--- config.mk ---
export PLATFORM = sky130hd
export DESIGN_NAME = ppi_top
export DESIGN_NICKNAME = d
export VERILOG_FILES = /design/src/design/ppi_pkg.sv /design/src/design/ppi_bus_control.sv /design/src/design/ppi_mode_register.sv /design/src/design/ppi_port.sv /design/src/design/ppi_port_c.sv /design/src/design/ppi_top.sv
export SDC_FILE = /design/constraint.sdc
export NUM_CORES = 1
export LEC_CHECK = 0
export ABC_AREA = 1
export BUFFER_PORTS_ARGS = -buffer_cell sky130_fd_sc_hd__buf_2
export CORE_MARGIN = 1.5
export CORE_UTILIZATION = 40
export DETAILED_ROUTE_END_ITERATION = 8
export HOLD_SLACK_MARGIN = 0.03
export PLACE_DENSITY_LB_ADDON = 0.25
export SETUP_SLACK_MARGIN = 0.1
export SLEW_MARGIN = 20
export SYNTH_ARGS = -nofsm -noshare
export SYNTH_HDL_FRONTEND = slang
export SYNTH_SLANG_ARGS = --single-unit
--- constraint.sdc ---
create_clock -name clock -period 3 [get_ports clock]
set_clock_uncertainty 0.15 [all_clocks]
set_input_delay 0.6 -clock clock [delete_from_list [all_inputs] [get_ports clock]]
set_output_delay 0.6 -clock clock [all_outputs]
set_load 0.02 [all_outputs]
--- src/design/ppi_pkg.sv ---
package ppi_pkg;

    // Host addresses of the four locations
    typedef enum logic [1:0] {
        port_a  = 2'd0,
        port_b  = 2'd1,
        port_c  = 2'd2,
        control = 2'd3
    } ppi_addr_e;

    // Kind of control word, taken from its top bit
    typedef enum logic {
        ctl_bit_set_reset = 1'b0,
        ctl_mode_set      = 1'b1
    } ppi_ctl_op_e;

    // Group directions, a field at 1 makes the group an input
    typedef struct packed {
        logic a_in;
        logic b_in;
        logic c_hi_in;
        logic c_lo_in;
    } ppi_dir_t;

    // Write request from the bus front end, valid for one cycle
    typedef struct packed {
        logic       wr_a;
        logic       wr_b;
        logic       wr_c;
        logic       wr_ctl;
        logic [7:0] data;
    } ppi_wr_req_t;

    // Opcode bit of a control word
    localparam int ctl_op_bit = 7;

    // Mode-set word, direction bits
    // Mode select bits 6:5 and 2 are ignored, every group runs as mode 0
    localparam int ctl_a_dir_bit    = 4;
    localparam int ctl_c_hi_dir_bit = 3;
    localparam int ctl_b_dir_bit    = 1;
    localparam int ctl_c_lo_dir_bit = 0;

    // Bit-set/reset word fields
    localparam int bsr_index_msb = 3;
    localparam int bsr_index_lsb = 1;
    localparam int bsr_value_bit = 0;

    // Width of the port C bit index
    localparam int bsr_index_width = bsr_index_msb - bsr_index_lsb + 1;

endpackage

--- src/design/ppi_bus_control.sv ---
`timescale 1ns/1ps

module ppi_bus_control (
    input  logic                 clock,
    input  logic                 reset,
    input  logic                 chip_select,
    input  logic                 read_enable,
    input  logic                 write_enable,
    input  ppi_pkg::ppi_addr_e   address,
    input  logic [7:0]           data_in,
    output ppi_pkg::ppi_wr_req_t wr_req,
    output ppi_pkg::ppi_addr_e   rd_sel,
    output logic                 rd_active,
    output logic                 ack
);
    import ppi_pkg::*;

    logic       we_q;
    logic       cs_q;
    logic       wr_edge;
    logic       wr_pulse;
    logic       start_q;
    ppi_addr_e  addr_q;
    logic [7:0] data_q;

    // A write starts on the rising edge of write_enable while selected
    assign wr_edge = write_enable & ~we_q & chip_select;

    always_ff @(posedge clock or posedge reset) begin
        if (reset) begin
            we_q     <= 1'b0;
            cs_q     <= 1'b0;
            wr_pulse <= 1'b0;
            start_q  <= 1'b0;
            ack      <= 1'b0;
        end else begin
            we_q     <= write_enable;
            cs_q     <= chip_select;
            wr_pulse <= wr_edge;
            // Access counts once per chip_select assertion
            start_q  <= (write_enable | read_enable) & chip_select & ~cs_q;
            ack      <= start_q;
        end
    end

    // Address and data captured in the cycle of the write edge
    always_ff @(posedge clock) begin
        if (wr_edge) begin
            addr_q <= address;
            data_q <= data_in;
        end
    end

    // One strobe, chosen by the captured address
    always_comb begin
        wr_req      = '0;
        wr_req.data = data_q;
        if (wr_pulse) begin
            case (addr_q)
                port_a:  wr_req.wr_a   = 1'b1;
                port_b:  wr_req.wr_b   = 1'b1;
                port_c:  wr_req.wr_c   = 1'b1;
                default: wr_req.wr_ctl = 1'b1;
            endcase
        end
    end

    // Reads go straight to the top level multiplexer
    assign rd_sel    = address;
    assign rd_active = read_enable & chip_select;

endmodule

--- src/design/ppi_mode_register.sv ---
`timescale 1ns/1ps

module ppi_mode_register (
    input  logic                                  clock,
    input  logic                                  reset,
    input  ppi_pkg::ppi_wr_req_t                  wr_req,
    output ppi_pkg::ppi_dir_t                     dir,
    output logic                                  clear,
    output logic                                  bsr_valid,
    output logic [ppi_pkg::bsr_index_width-1:0]   bsr_index,
    output logic                                  bsr_value
);
    import ppi_pkg::*;

    ppi_ctl_op_e op;
    logic        mode_set;
    logic        bit_set_reset;

    // Opcode of the word on the bus
    assign op = ppi_ctl_op_e'(wr_req.data[ctl_op_bit]);

    always_comb begin
        mode_set      = 1'b0;
        bit_set_reset = 1'b0;
        if (wr_req.wr_ctl) begin
            case (op)
                ctl_mode_set:      mode_set      = 1'b1;
                ctl_bit_set_reset: bit_set_reset = 1'b1;
            endcase
        end
    end

    // Direction word resets to all inputs
    always_ff @(posedge clock or posedge reset) begin
        if (reset) begin
            dir <= '{default: 1'b1};
        end else if (mode_set) begin
            dir <= '{
                a_in:    wr_req.data[ctl_a_dir_bit],
                b_in:    wr_req.data[ctl_b_dir_bit],
                c_hi_in: wr_req.data[ctl_c_hi_dir_bit],
                c_lo_in: wr_req.data[ctl_c_lo_dir_bit]
            };
        end
    end

    // Clear lands on the same edge as the new direction
    assign clear = mode_set;

    // Single bit update for port C
    assign bsr_valid = bit_set_reset;
    assign bsr_index = wr_req.data[bsr_index_msb:bsr_index_lsb];
    assign bsr_value = wr_req.data[bsr_value_bit];

endmodule

--- src/design/ppi_port.sv ---
`timescale 1ns/1ps

module ppi_port #(
    parameter int input_sync_stages = 2
) (
    input  logic       clock,
    input  logic       reset,
    input  logic       wr_strobe,
    input  logic [7:0] wr_data,
    input  logic       clear,
    input  logic       is_input,
    input  logic [7:0] pins_in,
    output logic [7:0] pins_out,
    output logic [7:0] pins_oe,
    output logic [7:0] read_data
);

    logic [7:0] out_latch;
    logic [7:0] sync_q [input_sync_stages];

    // Output latch, cleared by every mode-set word
    always_ff @(posedge clock or posedge reset) begin
        if (reset) begin
            out_latch <= 8'h00;
        end else if (clear) begin
            out_latch <= 8'h00;
        end else if (wr_strobe) begin
            out_latch <= wr_data;
        end
    end

    // Pin synchronizer
    always_ff @(posedge clock or posedge reset) begin
        if (reset) begin
            for (int i = 0; i < input_sync_stages; i++) begin
                sync_q[i] <= 8'h00;
            end
        end else begin
            sync_q[0] <= pins_in;
            for (int i = 1; i < input_sync_stages; i++) begin
                sync_q[i] <= sync_q[i-1];
            end
        end
    end

    assign pins_out = out_latch;
    assign pins_oe  = {8{~is_input}};

    // Inputs read the pins, outputs read back the latch
    assign read_data = is_input ? sync_q[input_sync_stages-1] : out_latch;

endmodule

--- src/design/ppi_port_c.sv ---
`timescale 1ns/1ps

module ppi_port_c #(
    parameter int input_sync_stages = 2
) (
    input  logic                                clock,
    input  logic                                reset,
    input  logic                                wr_strobe,
    input  logic [7:0]                          wr_data,
    input  logic                                clear,
    input  logic                                bsr_valid,
    input  logic [ppi_pkg::bsr_index_width-1:0] bsr_index,
    input  logic                                bsr_value,
    input  logic                                hi_is_input,
    input  logic                                lo_is_input,
    input  logic [7:0]                          pins_in,
    output logic [7:0]                          pins_out,
    output logic [7:0]                          pins_oe,
    output logic [7:0]                          read_data
);

    logic [7:0] out_latch;
    logic [7:0] in_mask;
    logic [7:0] sync_q [input_sync_stages];

    // Whole byte write, single bit update, or clear
    always_ff @(posedge clock or posedge reset) begin
        if (reset) begin
            out_latch <= 8'h00;
        end else if (clear) begin
            out_latch <= 8'h00;
        end else if (wr_strobe) begin
            out_latch <= wr_data;
        end else if (bsr_valid) begin
            out_latch[bsr_index] <= bsr_value;
        end
    end

    // Pin synchronizer
    always_ff @(posedge clock or posedge reset) begin
        if (reset) begin
            for (int i = 0; i < input_sync_stages; i++) begin
                sync_q[i] <= 8'h00;
            end
        end else begin
            sync_q[0] <= pins_in;
            for (int i = 1; i < input_sync_stages; i++) begin
                sync_q[i] <= sync_q[i-1];
            end
        end
    end

    // Each nibble has its own direction
    assign in_mask = {{4{hi_is_input}}, {4{lo_is_input}}};

    assign pins_out = out_latch;
    assign pins_oe  = ~in_mask;

    // Input bits from the pins, output bits from the latch
    assign read_data = (sync_q[input_sync_stages-1] & in_mask) | (out_latch & ~in_mask);

endmodule

--- src/design/ppi_top.sv ---
`timescale 1ns/1ps

module ppi_top #(
    parameter int input_sync_stages = 2
) (
    input  logic               clock,
    input  logic               reset,
    input  logic               chip_select,
    input  logic               read_enable,
    input  logic               write_enable,
    input  ppi_pkg::ppi_addr_e address,
    input  logic [7:0]         data_in,
    output logic [7:0]         data_out,
    output logic               ack,
    input  logic [7:0]         port_a_in,
    output logic [7:0]         port_a_out,
    output logic [7:0]         port_a_oe,
    input  logic [7:0]         port_b_in,
    output logic [7:0]         port_b_out,
    output logic [7:0]         port_b_oe,
    input  logic [7:0]         port_c_in,
    output logic [7:0]         port_c_out,
    output logic [7:0]         port_c_oe
);
    import ppi_pkg::*;

    ppi_wr_req_t                wr_req;
    ppi_addr_e                  rd_sel;
    logic                       rd_active;
    ppi_dir_t                   dir;
    logic                       clear;
    logic                       bsr_valid;
    logic [bsr_index_width-1:0] bsr_index;
    logic                       bsr_value;
    logic [7:0]                 a_rd_data;
    logic [7:0]                 b_rd_data;
    logic [7:0]                 c_rd_data;

    ppi_bus_control u_bus_control (
        .clock, .reset, .chip_select, .read_enable, .write_enable,
        .address, .data_in, .wr_req, .rd_sel, .rd_active, .ack
    );

    ppi_mode_register u_mode_register (
        .clock, .reset, .wr_req, .dir, .clear, .bsr_valid, .bsr_index, .bsr_value
    );

    ppi_port #(.input_sync_stages(input_sync_stages)) u_port_a (
        .clock, .reset, .wr_strobe(wr_req.wr_a), .wr_data(wr_req.data), .clear,
        .is_input(dir.a_in), .pins_in(port_a_in), .pins_out(port_a_out),
        .pins_oe(port_a_oe), .read_data(a_rd_data)
    );

    ppi_port #(.input_sync_stages(input_sync_stages)) u_port_b (
        .clock, .reset, .wr_strobe(wr_req.wr_b), .wr_data(wr_req.data), .clear,
        .is_input(dir.b_in), .pins_in(port_b_in), .pins_out(port_b_out),
        .pins_oe(port_b_oe), .read_data(b_rd_data)
    );

    ppi_port_c #(.input_sync_stages(input_sync_stages)) u_port_c (
        .clock, .reset, .wr_strobe(wr_req.wr_c), .wr_data(wr_req.data), .clear,
        .bsr_valid, .bsr_index, .bsr_value, .hi_is_input(dir.c_hi_in),
        .lo_is_input(dir.c_lo_in), .pins_in(port_c_in), .pins_out(port_c_out),
        .pins_oe(port_c_oe), .read_data(c_rd_data)
    );

    // Read multiplexer, the control address reads back port A
    always_comb begin
        data_out = 8'h00;
        if (rd_active) begin
            case (rd_sel)
                port_a:  data_out = a_rd_data;
                port_b:  data_out = b_rd_data;
                port_c:  data_out = c_rd_data;
                default: data_out = a_rd_data;
            endcase
        end
    end

endmodule

==> qor.txt, run 1 <==
Crit. End Element - primary output
TritonCTS Sinks - 91
Max Root-Sink Buffers - 2
WL/cell - 14.8 um
failing checks - DRC
r2r setup slk - 0.88 ns
GP Congestion - 0.798
most used cell, CP - inv_1
busiest grt layer - met2
most frequent cells in the layout - buf_2 (95), nand2_1 (89), dfrtp_1 (77)
Ports - 96
htree depth - 3
Clock Tree Root - clkbuf_8
Die Y - 98.8 um
FP Rows - 34
area grow syn2layout - 17.6%
Syn Std Cell Area - 3670 um2
Port Buf Inserts - 95
GR Overflow Total - 0
Post-layout nets - 490
Setup CP Type - in -> out
Syn Nets - 410
CP Max Fanout - 14
Clk Latency, worst-skew pair - 0.36 ns
Leakage - 2.20 nW
largest net degree at the start of global routing - 52
Syn Area/Cell - 9.94 um2
status - finished, violations left
met2 usage - 28.4%
worst slew pin tran - 0.860 ns
# diodes - 0
min cycle time layout - 2.69 ns
DRT Pass-1 Iters - 7
initial antenna violation count - 0
CORE AREA - 8810 um2
Sum Neg Setup Slack - 0 ns
share of layout cells above drive strength 1 - 28.6%
hpwl dp - 6130 um
Reg2Reg Capture Point - u_port_b.pins_out[0]$_DFFE_PP0P_
vias in the first global route - 2631
Max Cap Viol - 0
final setup vio count - 0
FF-to-FF path depth - 8
Critical Path Source - address[0]
Startpoint Class - input pin
commonest non-fill, non-tap cell in the layout - buf_2
DR iter-0 viols - 165
first-pass GRT wire length - 13400 um
crit-path cells - buf_2 > inv_1 > ha_1 > inv_1 > buf_4 > nand3_1 > nand2_1 > inv_1 > buf_2
Starting Density - 41.6%
cts hold-fix bufs - 0
Syn Inst Count - 369
Core Util, Final - 49.0%
CP required - 2.25 ns
fin crit share - 89.8%
final antenna-violating net count - 0
r2r startpoint - u_bus_control.addr_q[1]$_DFFE_PP_
GR Util met1 - 24.2%
worst vdd ir - 0.286 mV
Slowest-stage cell, CP - inv_1
class of the worst hold path - in -> async
Die Area - 9750 um2
Distinct cells, synth - 24
Final Hold Fails - 0
Num CTS Buffers - 9
Ys Warns - 0
Seq/Total Area, Yosys - 63.6%
DRT Wirelength - 8310 um
Die Span X - 98.8 um
power density over the cells - 615 nW/um2
Max Slew Vio Count - 0
DRC violation count after routing - 6
gr usage total - 18.0%
post-synthesis register bit count - 91
Critical Path End - data_out[6]
global-route met3 utilization - 3.90%
TritonCTS clock tree - done
vias per cell - 4.86
f_max - 371 MHz
CTS clk-pin slew, worst paths - 0.10 ns
crit-path max cell delay - 0.34 ns
via count - 2731
RSZ-0062 raised after global routing - no
CP arrival - 1.94 ns
relative slew slack - 42.4%
Overall Power - 2.65 mW
==> registers in the layout (all words and copies together) (netlist names), 2 cells and up <==
signal / count
u_port_a.sync_q: 16
u_bus_control.addr_q: 2
u_port_a.pins_out: 8
u_port_b.sync_q: 16
u_mode_register.dir: 4
u_bus_control.data_q: 8
u_port_c.sync_q: 16
u_port_c.pins_out: 8
u_port_b.pins_out: 8
==> synth_stat cells, drive strengths merged <==
cell type	number	area [um2]
o21a	8	60.1
inv	38	143
clkbuf	3	11.3
o211ai	8	60.1
ha	2	25.0
dfrtp	77	1930
clkinv	1	3.75
buf	26	186
a21oi	18	90.1
nand3	19	95.1
edfxtp	10	300
nor2	24	97.6
o21ai	38	205
or2	2	12.5
nand4	1	6.26
dfstp	4	105
nor3	1	5.00
nand2	89	334
==> cell type report <==
type	instances	area [um2]
fillers	849	4490
flip-flops and latches	91	2330
multi-input cells	210	991
repair buffers	98	510
inverters	39	151
well taps	108	135
clock buffers	9	124
clock inverters	7	70.1
==> cells by family (layout without fill, tap and decap cells) <==
kind of cell               Yosys count  after routing  share of synthesized area [%]
buffers and inverters               68            153                           9.38
and+or+nand+nor                    136            136                           15.0
DFF                                 91             91                           63.6
adders and majority gates            2              2                          0.682
AOI/OAI and AO/OA                   72             72                           11.3
==> per-layer routing <==
layer  up-vias  routed length [um]
li1       1324                   -
met1      1307                3730
met2        87                3930
met3        13                 478
met4         0                 168
met5         -                   0
==> through the flow <==
step | cell area, um2 | hold WS, ns | worst slack, ns | cells
4_1_cts | 4310 | 0.107 | 0.251 | 562
2_1_floorplan | 3670 | 0.181 | 0.177 | 369
5_1_grt | 4310 | 0.114 | 0.188 | 562
6_report | 4310 | 0.0981 | 0.306 | 562
3_3_place_gp | 4120 | 0.183 | 0.365 | 546
3_5_place_dp | 4120 | 0.185 | 0.329 | 546
==> report_power, final <==
part | switching [mW] | total [mW] | internal, mW
registers | 0.0671 | 1.41 | 1.34
clock network | 0.474 | 0.799 | 0.326
logic | 0.300 | 0.447 | 0.146
total | 0.841 | 2.65 | 1.81
==> critical path: cells and delay by family <==
family | cells | cell delay (ns)
adders and majority gates | 1 | 0.28
buffers and inverters | 6 | 0.88
and+or+nand+nor | 2 | 0.16
==> timing repair <==
action	CTS	global route
endpoints found under the setup margin	0	1
setup buffers	0	0
resized for setup	0	1
==> worst min-delay path by stage <==
stage	endpoint	start	slack, ns
5_1_grt	u_port_a.sync_q[11]$_DFF_PP0_	reset	0.11
2_1_floorplan	u_bus_control.ack$_DFF_PP0_	u_bus_control.start_q$_DFF_PP0_	0.18
3_3_place_gp	u_port_b.sync_q[5]$_DFF_PP0_	u_port_b.sync_q[13]$_DFF_PP0_	0.18
6_report	u_port_a.sync_q[9]$_DFF_PP0_	reset	0.1
3_5_place_dp	u_port_a.sync_q[3]$_DFF_PP0_	u_port_a.sync_q[11]$_DFF_PP0_	0.18
4_1_cts	u_port_a.sync_q[9]$_DFF_PP0_	reset	0.11
(Power assumes the default switching activity.)
==> inputs of run 2 (changes only) <==
==> constraint.sdc (replaced) <==
create_clock -name clock -period 3.3 [get_ports clock]
set_clock_uncertainty 0.15 [all_clocks]
set_input_delay 0.66 -clock clock [delete_from_list [all_inputs] [get_ports clock]]
set_output_delay 0.66 -clock clock [all_outputs]
set_load 0.02 [all_outputs]
==> qor.txt, run 2 (synthesis results as in run 1) <==
status - finished, violations left
failing checks - DRC
Ports - 96 (unchanged)
Multi-input gate area - 991 um2 (unchanged)
hpwl dp - 6150 um (+0.39%)
Crit. End Element - primary output
min cycle time layout - 2.84 ns
final antenna-violating net count - 0 (unchanged)
first-pass GRT wire length - 13400 um (+0.21%)
commonest non-fill, non-tap cell in the layout - buf_2
DRT Wirelength - 8340 um (+0.40%)
Starting Density - 41.6% (unchanged)
largest net degree at the start of global routing - 47 (-9.6%)
CP arrival - 2.03 ns (+0.09 ns)
Leakage - 2.18 nW (-0.71%)
FP Rows - 34 (unchanged)
# Post-CTS Setup Buffers - 0 (unchanged)
CP required - 2.49 ns (+0.24 ns)
relative slew slack - 45.4% (+3.0 points)
vias in the first global route - 2662 (+1.2%)
f_max - 352 MHz
final setup vio count - 0 (unchanged)
WL/cell - 14.9 um (+0.58%)
fin crit share - 86.0%
Setup CP Type - in -> out
Clock Tree Root - clkbuf_8
worst slew pin tran - 0.815 ns (-0.0449 ns)
vias per cell - 4.88 (+0.47%)
Die Y - 98.8 um (unchanged)
DR iter-0 viols - 192 (+16%)
largest registers - u_port_a.sync_q: 16 flops, u_port_b.sync_q: 16 flops, u_port_c.sync_q: 16 flops
power density over the cells - 558 nW/um2 (-9.3%)
hold path startpoint - u_port_a.sync_q[11]$_DFF_PP0_
GP Congestion - 0.841 (+5.3%)
CTS clk-pin slew, worst paths - 0.09 ns (about the same)
Max Cap Viol - 0 (unchanged)
Fillers - 855 (+0.71%)
r2r startpoint - u_bus_control.wr_pulse$_DFF_PP0_
Resize count post-CTS - 0 (unchanged)
final hold slack - 0.199 ns (+0.101 ns)
# diodes - 0 (unchanged)
initial antenna violation count - 0 (unchanged)
TritonCTS Sinks - 91 (unchanged)
area grow syn2layout - 17.0%
Sum Neg Setup Slack - 0 ns (unchanged)
FF-to-FF path depth - 7 (-1)
register area - 2330 um2 (unchanged)
TritonCTS clock tree - done
worst vdd ir - 0.257 mV (-10%)
Post-layout nets - 489 (-0.20%)
WHS Endpoint - u_port_a.sync_q[3]$_DFF_PP0_
most frequent cells in the layout - buf_2 (95), nand2_1 (89), dfrtp_1 (77)
Startpoint Class - input pin
cts hold-fix bufs - 0 (unchanged)
Worst Hold Depth - 0
DRT Pass-1 Iters - 7 (unchanged)
GR Overflow Total - 0 (unchanged)
htree depth - 3 (unchanged)
via count - 2739 (+0.29%)
Final Hold Fails - 0 (unchanged)
Die Span X - 98.8 um (unchanged)
CORE AREA - 8810 um2 (unchanged)
Max Root-Sink Buffers - 2 (unchanged)
CP Max Fanout - 16 (+2)
Reg2Reg Capture Point - u_port_b.pins_out[7]$_DFFE_PP0P_
Clk Latency, worst-skew pair - 0.37 ns (about the same)
class of the worst hold path - reg -> reg
gr usage total - 18.2% (+0.25 points)
Max Slew Vio Count - 0 (unchanged)
Port Buf Inserts - 95 (unchanged)
DRC violation count after routing - 6 (unchanged)
RSZ-0062 raised after global routing - no
share of layout cells above drive strength 1 - 28.0% (-0.60 points)
Num CTS Buffers - 9 (unchanged)
r2r setup slk - 0.98 ns (+0.10 ns)
Die Area - 9750 um2 (unchanged)
[run 2: cell count changes in the layout (fill, tap and decap cells not counted), sizes merged]
cell | before | now
clkbuf | 9 | 10
clkinv | 4 | 3
buf | 98 | 97
[run 2: worst max-delay path, stage by stage]
cell,delay [ns]
buf_2,0.10
inv_1,0.05
ha_1,0.27
inv_1,0.39
a21oi_1,0.10
a21oi_1,0.17
nand2_1,0.08
inv_1,0.05
buf_2,0.15
[run 2: where the power goes]
| group | internal (mW) | total, mW | leakage, nW | switching [mW] |
|---|---|---|---|---|
| registers | 1.22 | 1.28 | 1.07 | 0.0591 |
| logic | 0.132 | 0.407 | 1.02 | 0.276 |
| clock network | 0.288 | 0.708 | 0.0898 | 0.420 |
[run 2: how the worst max path moves through the flow]
stage | start | endpoint | slack [ns] | depth (start not counted)
final | address[0] | data_out[2] | 0.46 | 9
after floorplan | reset | u_bus_control.ack$_DFF_PP0_ | 0.42 | 1
after CTS | u_mode_register.dir[3]$_DFFE_PP1P_ | data_out[1] | 0.47 | 6
after global routing | address[0] | data_out[7] | 0.30 | 9
after detailed placement | address[0] | data_out[2] | 0.48 | 9
after global placement | address[0] | data_out[1] | 0.51 | 9
[run 2: layer usage]
metal / vias to the layer above / track usage (%) / share of wire [%]
li1: 1327 / - / -
met1: 1292 / 24.5 / 45
met2: 101 / 27.4 / 46
met3: 19 / 5.04 / 6.4
met4: 0 / 8.57 / 2.7
met5: - / 0 / 0
[run 2: cell type report]
cell class              count  share of cell area [%]
inverters                  39                    3.44
clock inverters             6                    1.25
flip-flops and latches     91                    54.4
clock buffers              10                    2.97
multi-input cells         210                    23.1
repair buffers             97                    11.7
well taps                 108                    3.15
[run 2: metrics by stage]
stage          setup slack [ns]  total power [mW]  util (%)  area, um2  instances
3_5_place_dp              0.478              1.71      46.7       4110        545
6_report                  0.463              2.39      48.7       4290        561
2_1_floorplan             0.417              1.59         -       3670        369
5_1_grt                   0.302              2.51      48.7       4290        561
4_1_cts                   0.470              2.42      48.7       4290        561
3_3_place_gp              0.509              1.71      46.7       4110        545
